$ cat src/logic/pcecd_pkg.sv
`default_nettype none

package pcecd_pkg;

	// CPU register offsets in the $1800 window
	localparam logic [7:0] ADDR_STATUS    = 8'h00;	// CDC_STAT
	localparam logic [7:0] ADDR_DATABUS   = 8'h01;	// CDC_CMD
	localparam logic [7:0] ADDR_INT_MASK  = 8'h02;	// INT_MASK, bit 7 is ACK
	localparam logic [7:0] ADDR_BRAM_LOCK = 8'h03;
	localparam logic [7:0] ADDR_CD_RESET  = 8'h04;

	// Host ID 7 ORed with drive ID 0
	localparam logic [7:0] SEL_CODE = 8'h81;

	localparam logic [7:0] IRQ_MASK_BITS      = 8'h7C;	// IRQ sources shared by mask and lock
	localparam logic [7:0] LOCK_KEEP_ON_RESET = 8'h8F;
	localparam logic [7:0] XFER_DONE_BIT      = 8'h20;

	// Status byte layout, ID in bits 2..0
	localparam int STAT_BSY = 7;
	localparam int STAT_REQ = 6;
	localparam int STAT_MSG = 5;
	localparam int STAT_CD  = 4;
	localparam int STAT_IO  = 3;

	localparam int STEP_DIV_W    = 5;	// One handshake step per 32 clocks
	localparam int CMD_BUF_DEPTH = 16;

	typedef enum logic [2:0] {
		BUS_FREE,
		COMMAND,
		DATA_IN,
		STATUS,
		MESSAGE_IN
	} cd_phase_e;

	typedef enum logic [7:0] {
		TEST_UNIT_READY = 8'h00,
		READ6           = 8'h08,
		SEL_RESET       = 8'h81,
		SET_AUDIO_START = 8'hD8,
		SET_AUDIO_STOP  = 8'hD9,
		PAUSE           = 8'hDA,
		GET_SUBQ        = 8'hDD,
		GET_DIR_INFO    = 8'hDE,
		END_OF_LIST     = 8'hFF
	} cd_opcode_e;

	// Fixed disc TOC, BCD
	localparam logic [7:0] DIR_FIRST_LAST [2] = '{8'h01, 8'h22};	// First, last track
	localparam logic [7:0] DIR_DISC_SIZE  [3] = '{8'h49, 8'h09, 8'h12};	// M, S, F
	localparam logic [7:0] DIR_TRACK1     [4] = '{8'h00, 8'h02, 8'h00, 8'h00};	// Audio
	localparam logic [7:0] DIR_TRACK2     [4] = '{8'h00, 8'h53, 8'h65, 8'h04};	// Data
	localparam logic [7:0] DIR_LEAD_OUT   [4] = '{8'h00, 8'h00, 8'h00, 8'h04};

endpackage

`default_nettype wire
$ cat src/logic/pcecd_bus_if.sv
`timescale 1ns/100ps
`default_nettype none

// Register file <-> bus sequencer
interface pcecd_bus_if;
	logic [7:0] host_byte;	// CDC_CMD as written by the CPU
	logic       select_pulse;
	logic       deselect_pulse;
	logic       ack;	// INT_MASK bit 7
	logic       bus_reset;
	logic       bsy;
	logic       req;
	logic       msg;
	logic       cd;
	logic       io;
	logic [2:0] scsi_id;
	logic [7:0] drive_byte;	// Byte from drive, overwrites CDC_CMD
	logic       drive_load;
	logic       xfer_done_pulse;

	modport regs (output host_byte, select_pulse, deselect_pulse, ack, bus_reset,
		input bsy, req, msg, cd, io, scsi_id, drive_byte, drive_load, xfer_done_pulse);
	modport seq (input host_byte, select_pulse, deselect_pulse, ack, bus_reset,
		output bsy, req, msg, cd, io, scsi_id, drive_byte, drive_load, xfer_done_pulse);
endinterface

`default_nettype wire

$ cat src/logic/pcecd_top.sv
`timescale 1ns/100ps
`default_nettype none

module pcecd_top import pcecd_pkg::*; (
	input  logic        CLOCK,
	input  logic        SCSI_RST,
	input  logic        CS_N,
	input  logic        WR_N,
	input  logic        RD_N,
	input  logic [20:0] ADDR,
	input  logic [7:0]  DIN,
	output logic [7:0]  DOUT,
	output logic        irq2
);

	logic [7:0] cmd_bytes [CMD_BUF_DEPTH];	// Command packet, sequencer to decoder
	logic       cmd_start;
	logic       cmd_done;
	logic [3:0] packet_len;
	cd_phase_e  next_phase;
	logic [3:0] reply_len;
	logic [1:0] reply_index;
	logic [7:0] reply_byte;

	pcecd_bus_if bus ();

	cd_cpu_regs u_regs (
		.CLOCK(CLOCK),
		.SCSI_RST(SCSI_RST),
		.CS_N(CS_N),
		.WR_N(WR_N),
		.RD_N(RD_N),
		.ADDR(ADDR),
		.DIN(DIN),
		.DOUT(DOUT),
		.irq2(irq2),
		.bus(bus.regs)
	);

	cd_bus_sequencer u_seq (
		.CLOCK(CLOCK),
		.SCSI_RST(SCSI_RST),
		.bus(bus.seq),
		.cmd_bytes(cmd_bytes),
		.cmd_start(cmd_start),
		.reply_index(reply_index),
		.packet_len(packet_len),
		.cmd_done(cmd_done),
		.next_phase(next_phase),
		.reply_len(reply_len),
		.reply_byte(reply_byte)
	);

	cd_cmd_decoder u_dec (
		.CLOCK(CLOCK),
		.SCSI_RST(SCSI_RST),
		.cmd_bytes(cmd_bytes),
		.cmd_start(cmd_start),
		.reply_index(reply_index),
		.packet_len(packet_len),
		.cmd_done(cmd_done),
		.next_phase(next_phase),
		.reply_len(reply_len),
		.reply_byte(reply_byte)
	);

endmodule

`default_nettype wire

$ cat src/logic/cd_cmd_decoder.sv
`timescale 1ns/100ps
`default_nettype none

module cd_cmd_decoder import pcecd_pkg::*; (
	input  logic       CLOCK,
	input  logic       SCSI_RST,
	input  logic [7:0] cmd_bytes [CMD_BUF_DEPTH],
	input  logic       cmd_start,
	input  logic [1:0] reply_index,
	output logic [3:0] packet_len,
	output logic       cmd_done,
	output cd_phase_e  next_phase,
	output logic [3:0] reply_len,
	output logic [7:0] reply_byte
);

	cd_opcode_e opcode;
	logic [7:0] dir_bytes [4];
	logic [3:0] dir_len;	// Zero when there is no data-in reply
	logic [7:0] reply_buf [4];

	assign opcode = cd_opcode_e'(cmd_bytes[0]);
	assign reply_byte = reply_buf[reply_index];

	always_comb begin
		case (opcode)
			TEST_UNIT_READY, READ6: packet_len = 4'd6;
			SET_AUDIO_START, SET_AUDIO_STOP, PAUSE,
			GET_SUBQ, GET_DIR_INFO: packet_len = 4'd10;	// NEC vendor group
			default: packet_len = 4'd1;
		endcase
	end

	// GET_DIR_INFO table pick by sub-code in byte 1 and BCD track in byte 2
	always_comb begin
		dir_len = 4'd0;
		dir_bytes = '{default: 8'h00};
		if (opcode == GET_DIR_INFO) begin
			case (cmd_bytes[1])
				8'h00: begin
					dir_bytes[0] = DIR_FIRST_LAST[0];
					dir_bytes[1] = DIR_FIRST_LAST[1];
					dir_len = 4'd2;
				end
				8'h01: begin	// Disc length in MSF
					dir_bytes[0] = DIR_DISC_SIZE[0];
					dir_bytes[1] = DIR_DISC_SIZE[1];
					dir_bytes[2] = DIR_DISC_SIZE[2];
					dir_len = 4'd3;
				end
				8'h02: begin
					dir_len = 4'd4;
					case (cmd_bytes[2])
						8'h01:   dir_bytes = DIR_TRACK1;
						8'h02:   dir_bytes = DIR_TRACK2;
						8'hAA:   dir_bytes = DIR_LEAD_OUT;
						default: dir_len = 4'd0;	// No such track so status only
					endcase
				end
				default: ;
			endcase
		end
	end

	// TEST_UNIT_READY and everything else go straight to STATUS
	always_ff @(posedge CLOCK) begin
		if (SCSI_RST) begin
			cmd_done   <= 1'b0;
			next_phase <= BUS_FREE;
			reply_len  <= 4'd0;
		end else begin
			cmd_done <= cmd_start;	// One clock to execute
			if (cmd_start) begin
				reply_len  <= dir_len;
				next_phase <= (dir_len != 4'd0) ? DATA_IN : STATUS;
			end
		end
	end

	always_ff @(posedge CLOCK) begin
		if (cmd_start)
			reply_buf <= dir_bytes;
	end

endmodule

`default_nettype wire

$ cat src/logic/cd_bus_sequencer.sv
`timescale 1ns/100ps
`default_nettype none

module cd_bus_sequencer import pcecd_pkg::*; (
	input  logic       CLOCK,
	input  logic       SCSI_RST,
	pcecd_bus_if.seq   bus,
	output logic [7:0] cmd_bytes [CMD_BUF_DEPTH],
	output logic       cmd_start,
	output logic [1:0] reply_index,
	input  logic [3:0] packet_len,
	input  logic       cmd_done,
	input  cd_phase_e  next_phase,
	input  logic [3:0] reply_len,
	input  logic [7:0] reply_byte
);

	// Steps of one byte transfer, shared by all phases
	typedef enum logic [2:0] {
		ST_WAIT_ACK,	// REQ up, wait for CPU ACK
		ST_WAIT_NACK,
		ST_TAKE,	// Byte done, act on it
		ST_PRESENT,	// Next byte or next phase
		ST_EXEC	// Decoder busy
	} step_e;

	cd_phase_e             phase;
	step_e                 step;
	logic [STEP_DIV_W-1:0] step_div;
	logic [3:0]            byte_cnt;	// Command bytes in, or reply bytes out
	logic                  tick;
	logic                  cmd_take;

	assign tick = &step_div;
	assign reply_index = byte_cnt[1:0];	// Replies are at most 4 bytes
	assign cmd_take = tick && phase == COMMAND && step == ST_TAKE;

	// Phase bits of the status byte
	always_comb begin
		bus.bsy = (phase != BUS_FREE);
		bus.msg = (phase == MESSAGE_IN);
		bus.cd = (phase == COMMAND) || (phase == STATUS) || (phase == MESSAGE_IN);
		bus.io = (phase == DATA_IN) || (phase == STATUS) || (phase == MESSAGE_IN);
		bus.scsi_id = (phase != BUS_FREE) ? 3'b001 : 3'b000;	// Drive is ID 0
	end

	always_ff @(posedge CLOCK) begin
		if (SCSI_RST)
			step_div <= '0;
		else
			step_div <= step_div + 1'b1;
	end

	always_ff @(posedge CLOCK) begin
		if (cmd_take)
			cmd_bytes[byte_cnt] <= bus.host_byte;	// Grab the packet byte
	end

	always_ff @(posedge CLOCK) begin
		if (SCSI_RST) begin
			phase               <= BUS_FREE;
			step                <= ST_WAIT_ACK;
			byte_cnt            <= 4'd0;
			bus.req             <= 1'b0;
			bus.drive_byte      <= 8'h00;
			bus.drive_load      <= 1'b0;
			bus.xfer_done_pulse <= 1'b0;
			cmd_start           <= 1'b0;
		end else begin
			bus.drive_load      <= 1'b0;
			bus.xfer_done_pulse <= 1'b0;
			cmd_start           <= 1'b0;

			if (bus.bus_reset || bus.deselect_pulse) begin
				bus.xfer_done_pulse <= (phase != BUS_FREE);
				phase   <= BUS_FREE;
				bus.req <= 1'b0;
				step    <= ST_WAIT_ACK;
			end else if (bus.select_pulse) begin
				phase    <= COMMAND;
				bus.req  <= 1'b1;	// Ask for first command byte
				step     <= ST_WAIT_ACK;
				byte_cnt <= 4'd0;
			end else if (phase == COMMAND && step == ST_EXEC) begin
				if (cmd_done) begin	// Not tied to the step tick
					phase    <= next_phase;
					step     <= ST_PRESENT;
					byte_cnt <= 4'd0;
				end
			end else if (phase != BUS_FREE && tick) begin
				case (step)
					ST_WAIT_ACK: if (bus.ack) begin
						bus.req <= 1'b0;
						step <= ST_WAIT_NACK;
					end
					ST_WAIT_NACK: if (!bus.ack) step <= ST_TAKE;
					ST_TAKE: begin
						step <= ST_PRESENT;
						case (phase)
							COMMAND, DATA_IN: byte_cnt <= byte_cnt + 4'd1;
							STATUS: phase <= MESSAGE_IN;
							default: begin	// Message taken, release the bus
								phase <= BUS_FREE;
								bus.xfer_done_pulse <= 1'b1;
							end
						endcase
					end
					ST_PRESENT: begin
						case (phase)
							COMMAND: if (byte_cnt < packet_len) begin
								bus.req <= 1'b1;
								step <= ST_WAIT_ACK;
							end else begin
								cmd_start <= 1'b1;	// Packet complete
								step <= ST_EXEC;
							end
							DATA_IN: if (byte_cnt < reply_len) begin
								bus.drive_byte <= reply_byte;
								bus.drive_load <= 1'b1;
								bus.req <= 1'b1;
								step <= ST_WAIT_ACK;
							end else
								phase <= STATUS;	// Status presented next tick
							default: begin	// STATUS and MESSAGE_IN both send 0x00
								bus.drive_byte <= 8'h00;
								bus.drive_load <= 1'b1;
								bus.req <= 1'b1;
								step <= ST_WAIT_ACK;
							end
						endcase
					end
					default: ;
				endcase
			end
		end
	end

endmodule

`default_nettype wire

$ cat src/logic/cd_cpu_regs.sv
`timescale 1ns/100ps
`default_nettype none

module cd_cpu_regs import pcecd_pkg::*; (
	input  logic        CLOCK,
	input  logic        SCSI_RST,
	input  logic        CS_N,
	input  logic        WR_N,
	input  logic        RD_N,
	input  logic [20:0] ADDR,
	input  logic [7:0]  DIN,
	output logic [7:0]  DOUT,
	output logic        irq2,
	pcecd_bus_if.regs   bus
);

	logic [3:0] rd_sh;	// Two sync stages, two for the edge
	logic [3:0] wr_sh;
	logic       rd_stb;
	logic       wr_stb;
	logic       aux_hit;
	logic [7:0] cdc_cmd;
	logic [7:0] int_mask;
	logic [7:0] bram_lock;
	logic [7:0] cd_reset;
	logic [7:0] status_byte;
	logic [7:0] aux_regs [5:15];	// $1805..$180F, ADPCM side, plain storage here

	assign rd_stb = rd_sh[3] & ~rd_sh[2] & ~CS_N;	// Falling RD_N
	assign wr_stb = wr_sh[3] & ~wr_sh[2] & ~CS_N;
	assign aux_hit = (ADDR[7:4] == 4'h0) && (ADDR[3:0] > 4'h4);

	assign bus.host_byte = cdc_cmd;
	assign bus.ack = int_mask[7];	// ACK lives in INT_MASK

	always_ff @(posedge CLOCK) begin
		if (SCSI_RST) begin
			rd_sh <= 4'hF;	// Idle high
			wr_sh <= 4'hF;
		end else begin
			rd_sh <= {rd_sh[2:0], RD_N};
			wr_sh <= {wr_sh[2:0], WR_N};
		end
	end

	always_ff @(posedge CLOCK) begin
		if (SCSI_RST) begin
			cdc_cmd            <= 8'h00;
			int_mask           <= 8'h00;
			bram_lock          <= 8'h00;
			cd_reset           <= 8'h00;
			irq2               <= 1'b0;
			bus.select_pulse   <= 1'b0;
			bus.deselect_pulse <= 1'b0;
			bus.bus_reset      <= 1'b0;
		end else begin
			bus.select_pulse   <= 1'b0;
			bus.deselect_pulse <= 1'b0;
			bus.bus_reset      <= 1'b0;
			irq2 <= |(int_mask & bram_lock & IRQ_MASK_BITS);	// IRQ2 refresh

			if (bus.drive_load)
				cdc_cmd <= bus.drive_byte;	// Drive puts data/status/message here
			if (bus.xfer_done_pulse)
				bram_lock <= bram_lock & ~XFER_DONE_BIT;
			if (rd_stb && ADDR[7:0] == ADDR_BRAM_LOCK)
				bram_lock <= bram_lock ^ 8'h02;	// Reading BRAM_LOCK flips bit 1

			if (wr_stb) begin
				case (ADDR[7:0])
					ADDR_STATUS: bus.select_pulse <= (DIN == SEL_CODE);	// Selection
					ADDR_DATABUS: begin
						cdc_cmd <= DIN;
						bus.deselect_pulse <= (DIN == SEL_CODE);
					end
					ADDR_INT_MASK:  int_mask  <= DIN;
					ADDR_BRAM_LOCK: bram_lock <= DIN;
					ADDR_CD_RESET: begin
						cd_reset <= DIN;
						if (DIN[1]) begin	// Bit 1 resets the CD bus
							bus.bus_reset <= 1'b1;
							bram_lock <= bram_lock & LOCK_KEEP_ON_RESET;
						end
					end
					default: ;
				endcase
			end
		end
	end

	always_ff @(posedge CLOCK) begin
		if (wr_stb && aux_hit)
			aux_regs[ADDR[3:0]] <= DIN;
	end

	always_comb begin
		status_byte = {5'b00000, bus.scsi_id};
		status_byte[STAT_BSY] = bus.bsy;
		status_byte[STAT_REQ] = bus.req;
		status_byte[STAT_MSG] = bus.msg;
		status_byte[STAT_CD]  = bus.cd;
		status_byte[STAT_IO]  = bus.io;
	end

	// Read mux, straight off ADDR
	always_comb begin
		DOUT = 8'hFF;	// Unmapped
		case (ADDR[7:0])
			8'hC1, 8'hC5:   DOUT = 8'hAA;	// Super System Card signature
			8'hC2, 8'hC6:   DOUT = 8'h55;
			8'hC3:          DOUT = 8'h00;
			8'hC7:          DOUT = 8'h03;
			ADDR_STATUS:    DOUT = status_byte;
			ADDR_DATABUS:   DOUT = cdc_cmd;
			ADDR_INT_MASK:  DOUT = int_mask;
			ADDR_BRAM_LOCK: DOUT = bram_lock;
			ADDR_CD_RESET:  DOUT = cd_reset;
			default: if (aux_hit) DOUT = aux_regs[ADDR[3:0]];
		endcase
	end

endmodule

`default_nettype wire

$ cat config.mk
export PLATFORM = sky130hd
export DESIGN_NAME = pcecd_top
export DESIGN_NICKNAME = d
export VERILOG_FILES = /design/src/logic/pcecd_pkg.sv /design/src/logic/pcecd_bus_if.sv /design/src/logic/pcecd_top.sv /design/src/logic/cd_cmd_decoder.sv /design/src/logic/cd_bus_sequencer.sv /design/src/logic/cd_cpu_regs.sv
export SDC_FILE = /design/constraint.sdc
export NUM_CORES = 1
export LEC_CHECK = 0
export BUFFER_PORTS_ARGS = -buffer_cell sky130_fd_sc_hd__buf_4
export CAP_MARGIN = 25
export CORE_ASPECT_RATIO = 0.6
export CORE_MARGIN = 2
export CORE_UTILIZATION = 55
export CTS_CLUSTER_DIAMETER = 200
export DETAILED_ROUTE_END_ITERATION = 12
export GPL_ROUTABILITY_DRIVEN = 0
export GPL_TIMING_DRIVEN = 0
export HOLD_SLACK_MARGIN = 0.03
export PLACE_DENSITY = 0.73
export SYNTH_ARGS = -nofsm -noshare
export SYNTH_HDL_FRONTEND = slang
export SYNTH_SLANG_ARGS = --single-unit
$ cat constraint.sdc
create_clock -name CLOCK -period 3.7 [get_ports CLOCK]
set_input_delay 0.74 -clock CLOCK [delete_from_list [all_inputs] [get_ports CLOCK]]
set_output_delay 0.74 -clock CLOCK [all_outputs]
set_load 0.01 [all_outputs]
Yosys cells after proc, flatten, opt, wreduce, memory -nomap -nowiden:

Memories as Yosys holds them, arrays and structs flattened.
Cells that the tools add are included.

* register bits after elaboration: 239
* output and inout bits: 9
* memories: 1
* logic and storage cells: 245
* bits in writable memories: 88

* $add $sub $neg: 2
* bitwise gates (word level): 21
* equal/unequal tests: 47
* muxes and demuxes: 70
* reduce and logical (&&, ||, !) cells: 54
* magnitude comparators: 6

Memory list
* u_regs.aux_regs: depth 11, bits a word 8, read ports 1, clocked after memory_dff 0, write ports 1, RTL line cd_cpu_regs.sv:27 `logic [7:0] aux_regs [5:15];`

Operators by type and width (count)
* 128-bit bitwise mux: 1
* 8-bit equality test (second input constant): 13
* 8-bit two-way mux: 10
* 8-bit case mux with 9 select lines: 1
* 23-bit case mux with 3 select lines: 1
* 8-bit case mux with 2 select lines: 3
* 15-bit case mux with 3 select lines: 1
* 3-bit two-way mux: 13
* 8-bit demux with 4-bit select: 1
* 8-bit by 2-bit equality test with 1-bit output (second input constant): 4
* 4-bit two-way mux: 7
* 8-bit by 1-bit equality test with 1-bit output (second input constant): 3
* 8-bit zero test: 3
* 6-bit AND reduction: 4
* 1-bit two-way mux: 20
* 3-bit case mux with 2 select lines: 3
* 3-bit nonzero test: 6
* 3-bit OR reduction: 6
* 8-bit binary-select mux with 2-bit select: 1
* 4-bit inequality test (second input constant): 4
* 1-bit NOT: 14
* 3-bit by 2-bit equality test with 1-bit output (second input constant): 4
* 6-bit two-way mux: 2
* 3-bit by 2-bit inequality test with 1-bit output (second input constant): 4
* other kinds (39): 71

Logic depth before layout (Yosys ltp):

* depth in word-level cells: 10
* depth in mapped cells: 10
* mapped depth without buffers: 10

Modules after synthesis:

A second synthesis with hierarchy kept.

* cells, all modules: 902
* area, all modules: 12310.6 um^2

By module, submodules not included
* cd_cpu_regs: cells an instance 452, area an instance 5838.1 um^2, instances 1, sequential area each 3523.4 um^2
* cd_bus_sequencer: cells an instance 357, area an instance 5601.6 um^2, instances 1, sequential area each 4384.2 um^2
* cd_cmd_decoder: cells an instance 93, area an instance 870.8 um^2, instances 1, sequential area each 390.4 um^2

Worst setup path after synthesis:

Ideal clock, no wire load.

* path kind: input to output
* start: in ADDR[0]
* end: out DOUT[1]
* setup slack: 0.747 ns
* required time: 2.960 ns
* path buffers: 2
* arrival: 2.213 ns
* cell stages on the path: 6
* path through: buf_4 > buf_4 > mux4_2 > mux2_2 > a211oi_1 > a21oi_1

* word-level cells in the longest chain between the ends: 4
* elaborated cells between the ends (all ways): 18
* classes of those cells: order compare (1); eq/ne (10); mux (2); reduce/logical (4); memory (1)

RTL lines
* from (decl): RTL line pcecd_top.sv:10 `input logic [20:0] ADDR,`
* 4-bit by 3-bit greater-than comparator with 1-bit output: RTL line cd_cpu_regs.sv:31 `assign aux_hit = (ADDR[7:4] == 4'h0) && (ADDR[3:0] > 4'h4);`
* 1-bit logical AND: RTL line cd_cpu_regs.sv:31
* 8-bit two-way mux: RTL line cd_cpu_regs.sv:118 `default: if (aux_hit) DOUT = aux_regs[ADDR[3:0]];`
* 8-bit case mux with 9 select lines *: RTL line cd_cpu_regs.sv:108 `case (ADDR[7:0])`
* to (decl): RTL line pcecd_top.sv:12 `output logic [7:0] DOUT,`

Mark *: on every way between the ends. The rest lies on a longest branch, timed or not.

Worst setup path in the final report:

* start: in ADDR[1]
* end: out DOUT[0]

Same word-level chain as after synthesis.

==> summary.md <==
| Metric | Value |
|---|---|
| Outcome | `finished, final reports clean` |
| Met2 usage | `37.15%` |
| Ant diodes | `0` |
| Cell Area, Synth | `8677 µm²` |
| HP Class | `flop to flop` |
| Synth warn | `0` |
| Setup ws final | `43.41 ps` |
| DP Cell Count | `937` |
| Hold_buf cts | `0` |
| DRT Pass-1 Iters | `8` |
| CTS tree | `yes` |
| Yosys cell types | `75` |
| Fillers | `1141` |
| Syn Area/Cell | `12.31 µm²` |
| M1 GR Usage | `40.89%` |
| Gr usage total | `26.82%` |
| Busiest grt layer | `met1` |
| Cells after synthesis | `705` |
| Asr flop ratio synth | `0%` |
| WL/cell | `22.85 µm` |
| Crit path max fanout | `10` |
| PwrDens | `455.5 nW/µm²` |
| Via Count | `6209` |
| F_max | `273.5 MHz` |
| Slowest-stage cell, CP | `buf_2` |
| Count leader, synth | `edfxtp_1` |
| Final hold vios | `0` |
| P&R area growth vs syn | `12.78%` |
| Maximum VDD drop | `0.2745 mV` |
| FF-to-FF Start | `u_regs.wr_sh[2]` |
| #FFs+latches synth | `197` |
| Max_cap viols | `0` |
| Multi-input gate area | `3286 µm²` |
| Setup violations, final | `0` |
| Vias in the first global route | `5905` |
| H-tree depth | `4` |
| Global route overflow | `0` |
| RSZ-0062 raised after global routing | `no` |
| Static Leakage | `0.003361 µW` |
| CTS Buf Count | `17` |
| Pin count of the biggest net entering global routing | `24` |
| Number of synthesized flops with an enable pin | `121` |
| CORE AREA | `15370 µm²` |
| Slew headroom | `39.90%` |
| Commonest cells in the netlist | `edfxtp_1, dfxtp_1, nor2_1, nand2_1, mux2i_1` |
| Sequential area share after synthesis | `59.41%` |
| IO Count | `43` |
| Die H | `101.3 µm` |
| Reg2Reg Setup Slack | `870 ps` |
| Cell mode on critical path | `buf_2` |
| Hold Crit Endpoint | `u_regs.wr_sh[2]` |
| Setup WS pre-CTS | `-29.73 ps` |
| Syn_nets | `750` |
| Dominant cells by area after synthesis | `edfxtp_1, dfxtp_1, mux4_2, mux2i_1, nor2_1` |
| Setup TNS | `0 ps` |
| Row count | `35` |
| Critical path class | `input pin to output port` |
| IO buf count | `27` |
| Layout cells sized above 1 | `18.25%` |
| Endpoint type of the worst setup path | `output port` |
| Sequential cell area | `5155 µm²` |
| Yosys top cell area share | `41.87%` |
| CP arrival | `2920 ps` |
| Hold Startpoint | `u_regs.wr_sh[1]` |
| Die ar. | `16830 µm²` |
| Synth Flop Type | `edfxtp_1` |
| Worst Reg-to-Reg Cells | `6` |
| DIE WIDTH | `166.2 µm` |
| DP Wirelength | `15750 µm` |
| Clk slew on worst S/H paths | `80 ps` |
| Worst skew pair latency | `440 ps` |
| Crit path max-delay family | `buffers and inverters` |
| Cells along the critical path | `buf_4 > buf_2 > buf_2 > buf_2 > nand2_1 > o21ai_0 > a22oi_1 > a31oi_1 > buf_4` |
| WL final | `22160 µm` |
| Global-route wire length before repair | `33690 µm` |
| Fin nets | `799` |
| Initial core utilization | `56.45%` |
| Critical R2R Capture | `u_regs.aux_regs[12][7]` |
| Sink Count | `197` |
| Startpoint Class | `input pin` |
| Post-CTS Setup Inserts | `0` |
| Vias per cell | `6.401` |
| Hold depth | `1` |
| Critical path buffers and inverters | `5` |
| Critical Path RT | `2960 ps` |
| Worst Tran Pin Value | `898.2 ps` |
| Worst clock skew | `17.76 ps` |
| GR met3 Demand/Resource | `8.363%` |
| Drt drc | `0` |
| Tot Pwr | `4457 µW` |
| Max Slew Vio Count | `0` |
| Initial DRC Count | `946` |
| Post-Layout Cell Count | `970` |
| Clk root buf | `clkbuf_16` |
| Post-route ant nets | `0` |
| Post-layout minimum cycle time | `3657 ps` |
| CP max stage delay | `350 ps` |
| Area leader, netlist | `edfxtp_1` |
| Initial antenna violation count | `0` |
| Period utilization | `98.83%` |
| Clock tree buffer depth | `2` |
-- how the worst max path moves through the flow --
stage          slack, ps  startpoint  cells after the start                     end
5_1_grt               20     ADDR[1]                      9                 DOUT[0]
3_5_place_dp         -30        CS_N                      6  u_regs.aux_regs[12][4]
2_1_floorplan        750     ADDR[0]                      6                 DOUT[1]
4_1_cts               60     ADDR[0]                      9                 DOUT[0]
3_3_place_gp        -180        CS_N                      5   u_regs.aux_regs[8][2]
6_report              40     ADDR[1]                      9                 DOUT[0]
-- layout make-up --
type	instances	share of cell area, %
multi-input cells	458	33.58
plain buffers	39	2.007
repair buffers	30	2.276
clock inverters	15	2.097
inverters	11	0.4219
flip-flops and latches	197	52.68
clock buffers	17	4.347
well taps	203	2.596
-- worst reg2reg max path: cells and delay by family, from the launching register on --
family,cells,cell delay (ps)
buffers and inverters,3,980
DFF,1,310
and+or+nand+nor,3,1250
-- routing by layer --
layer / vias up / routed length (µm) / share of wire (%)
met1: 2983 / 10170 / 46
met5: - / 65 / 0.29
met2: 407 / 8655 / 39
li1: 2761 / - / -
met4: 2 / 338 / 1.5
met3: 56 / 2930 / 13
-- placed cells by master (no fill, tap or decap), types with 4 or more instances in the layout --
master / Yosys / routed
nand2_1: 41 / 41
nor4_1: 6 / 6
mux4_2: 18 / 18
nand4_1: 6 / 6
nor3_1: 15 / 15
mux2_2: 12 / 12
o21ai_0: 20 / 20
ha_1: 11 / 11
and3_1: 5 / 5
inv_1: 11 / 11
o31ai_1: 4 / 4
nand3_1: 18 / 18
a211oi_1: 28 / 28
nand2b_1: 19 / 19
edfxtp_1: 121 / 121
a21oi_1: 30 / 30
mux2i_1: 38 / 38
nor2b_1: 13 / 13
nor2_1: 70 / 70
or3_1: 8 / 8
buf_2: 11 / 12
inv_12: 0 / 4
clkbuf_1: 19 / 18
buf_4: 5 / 33
a22oi_1: 8 / 8
inv_8: 0 / 4
dfxtp_1: 76 / 76
and2_1: 11 / 11
or2_2: 10 / 10
clkbuf_16: 0 / 17
-- cell families after synthesis --
group	Yosys count	synth area share (%)
AOI/OAI and AO/OA	125	9.791
xor gates and xnor gates	5	0.5048
adders and majority gates	11	1.586
buffers and inverters	50	2.725
DFF	197	59.41
and+or+nand+nor	249	15.37
muxes	68	10.61
-- flip-flops by register name (all words and copies together), names as in the netlist, 4 cells and up --
signal	cells
u_dec.reply_buf	9
u_regs.cd_reset	8
u_seq.cmd_bytes	24
u_seq.step_div	5
u_regs.aux_regs	88
u_regs.bus.host_byte	8
u_seq.byte_cnt	4
u_regs.wr_sh	4
u_regs.int_mask	8
u_seq.bus.drive_byte	7
u_regs.bram_lock	8
u_regs.rd_sh	4
-- timing repair --
| action | CTS | global route |
|---|---|---|
| gates resized for setup | 0 | 2 |
| endpoints found under the setup margin | 0 | 1 |
| endpoints found under the hold margin | 0 | 0 |
-- power breakdown --
group / internal (µW) / switching, µW
combinational: 66.9 / 125
clock: 950 / 991
sequential: 2320 / 2.72
total: 3340 / 1120
-- metrics by stage --
step | utilization [%] | hold slack [ps] | area [µm²]
finish | 63.66 | 413.0 | 9786
global route | 63.66 | 432.7 | 9786
CTS | 63.61 | 414.2 | 9777
detailed placement | 59.50 | 394.0 | 9146
global placement | 59.42 | 393.7 | 9134
floorplan | - | 389.5 | 8677
Note: power is estimated with default switching activity, not from simulation.
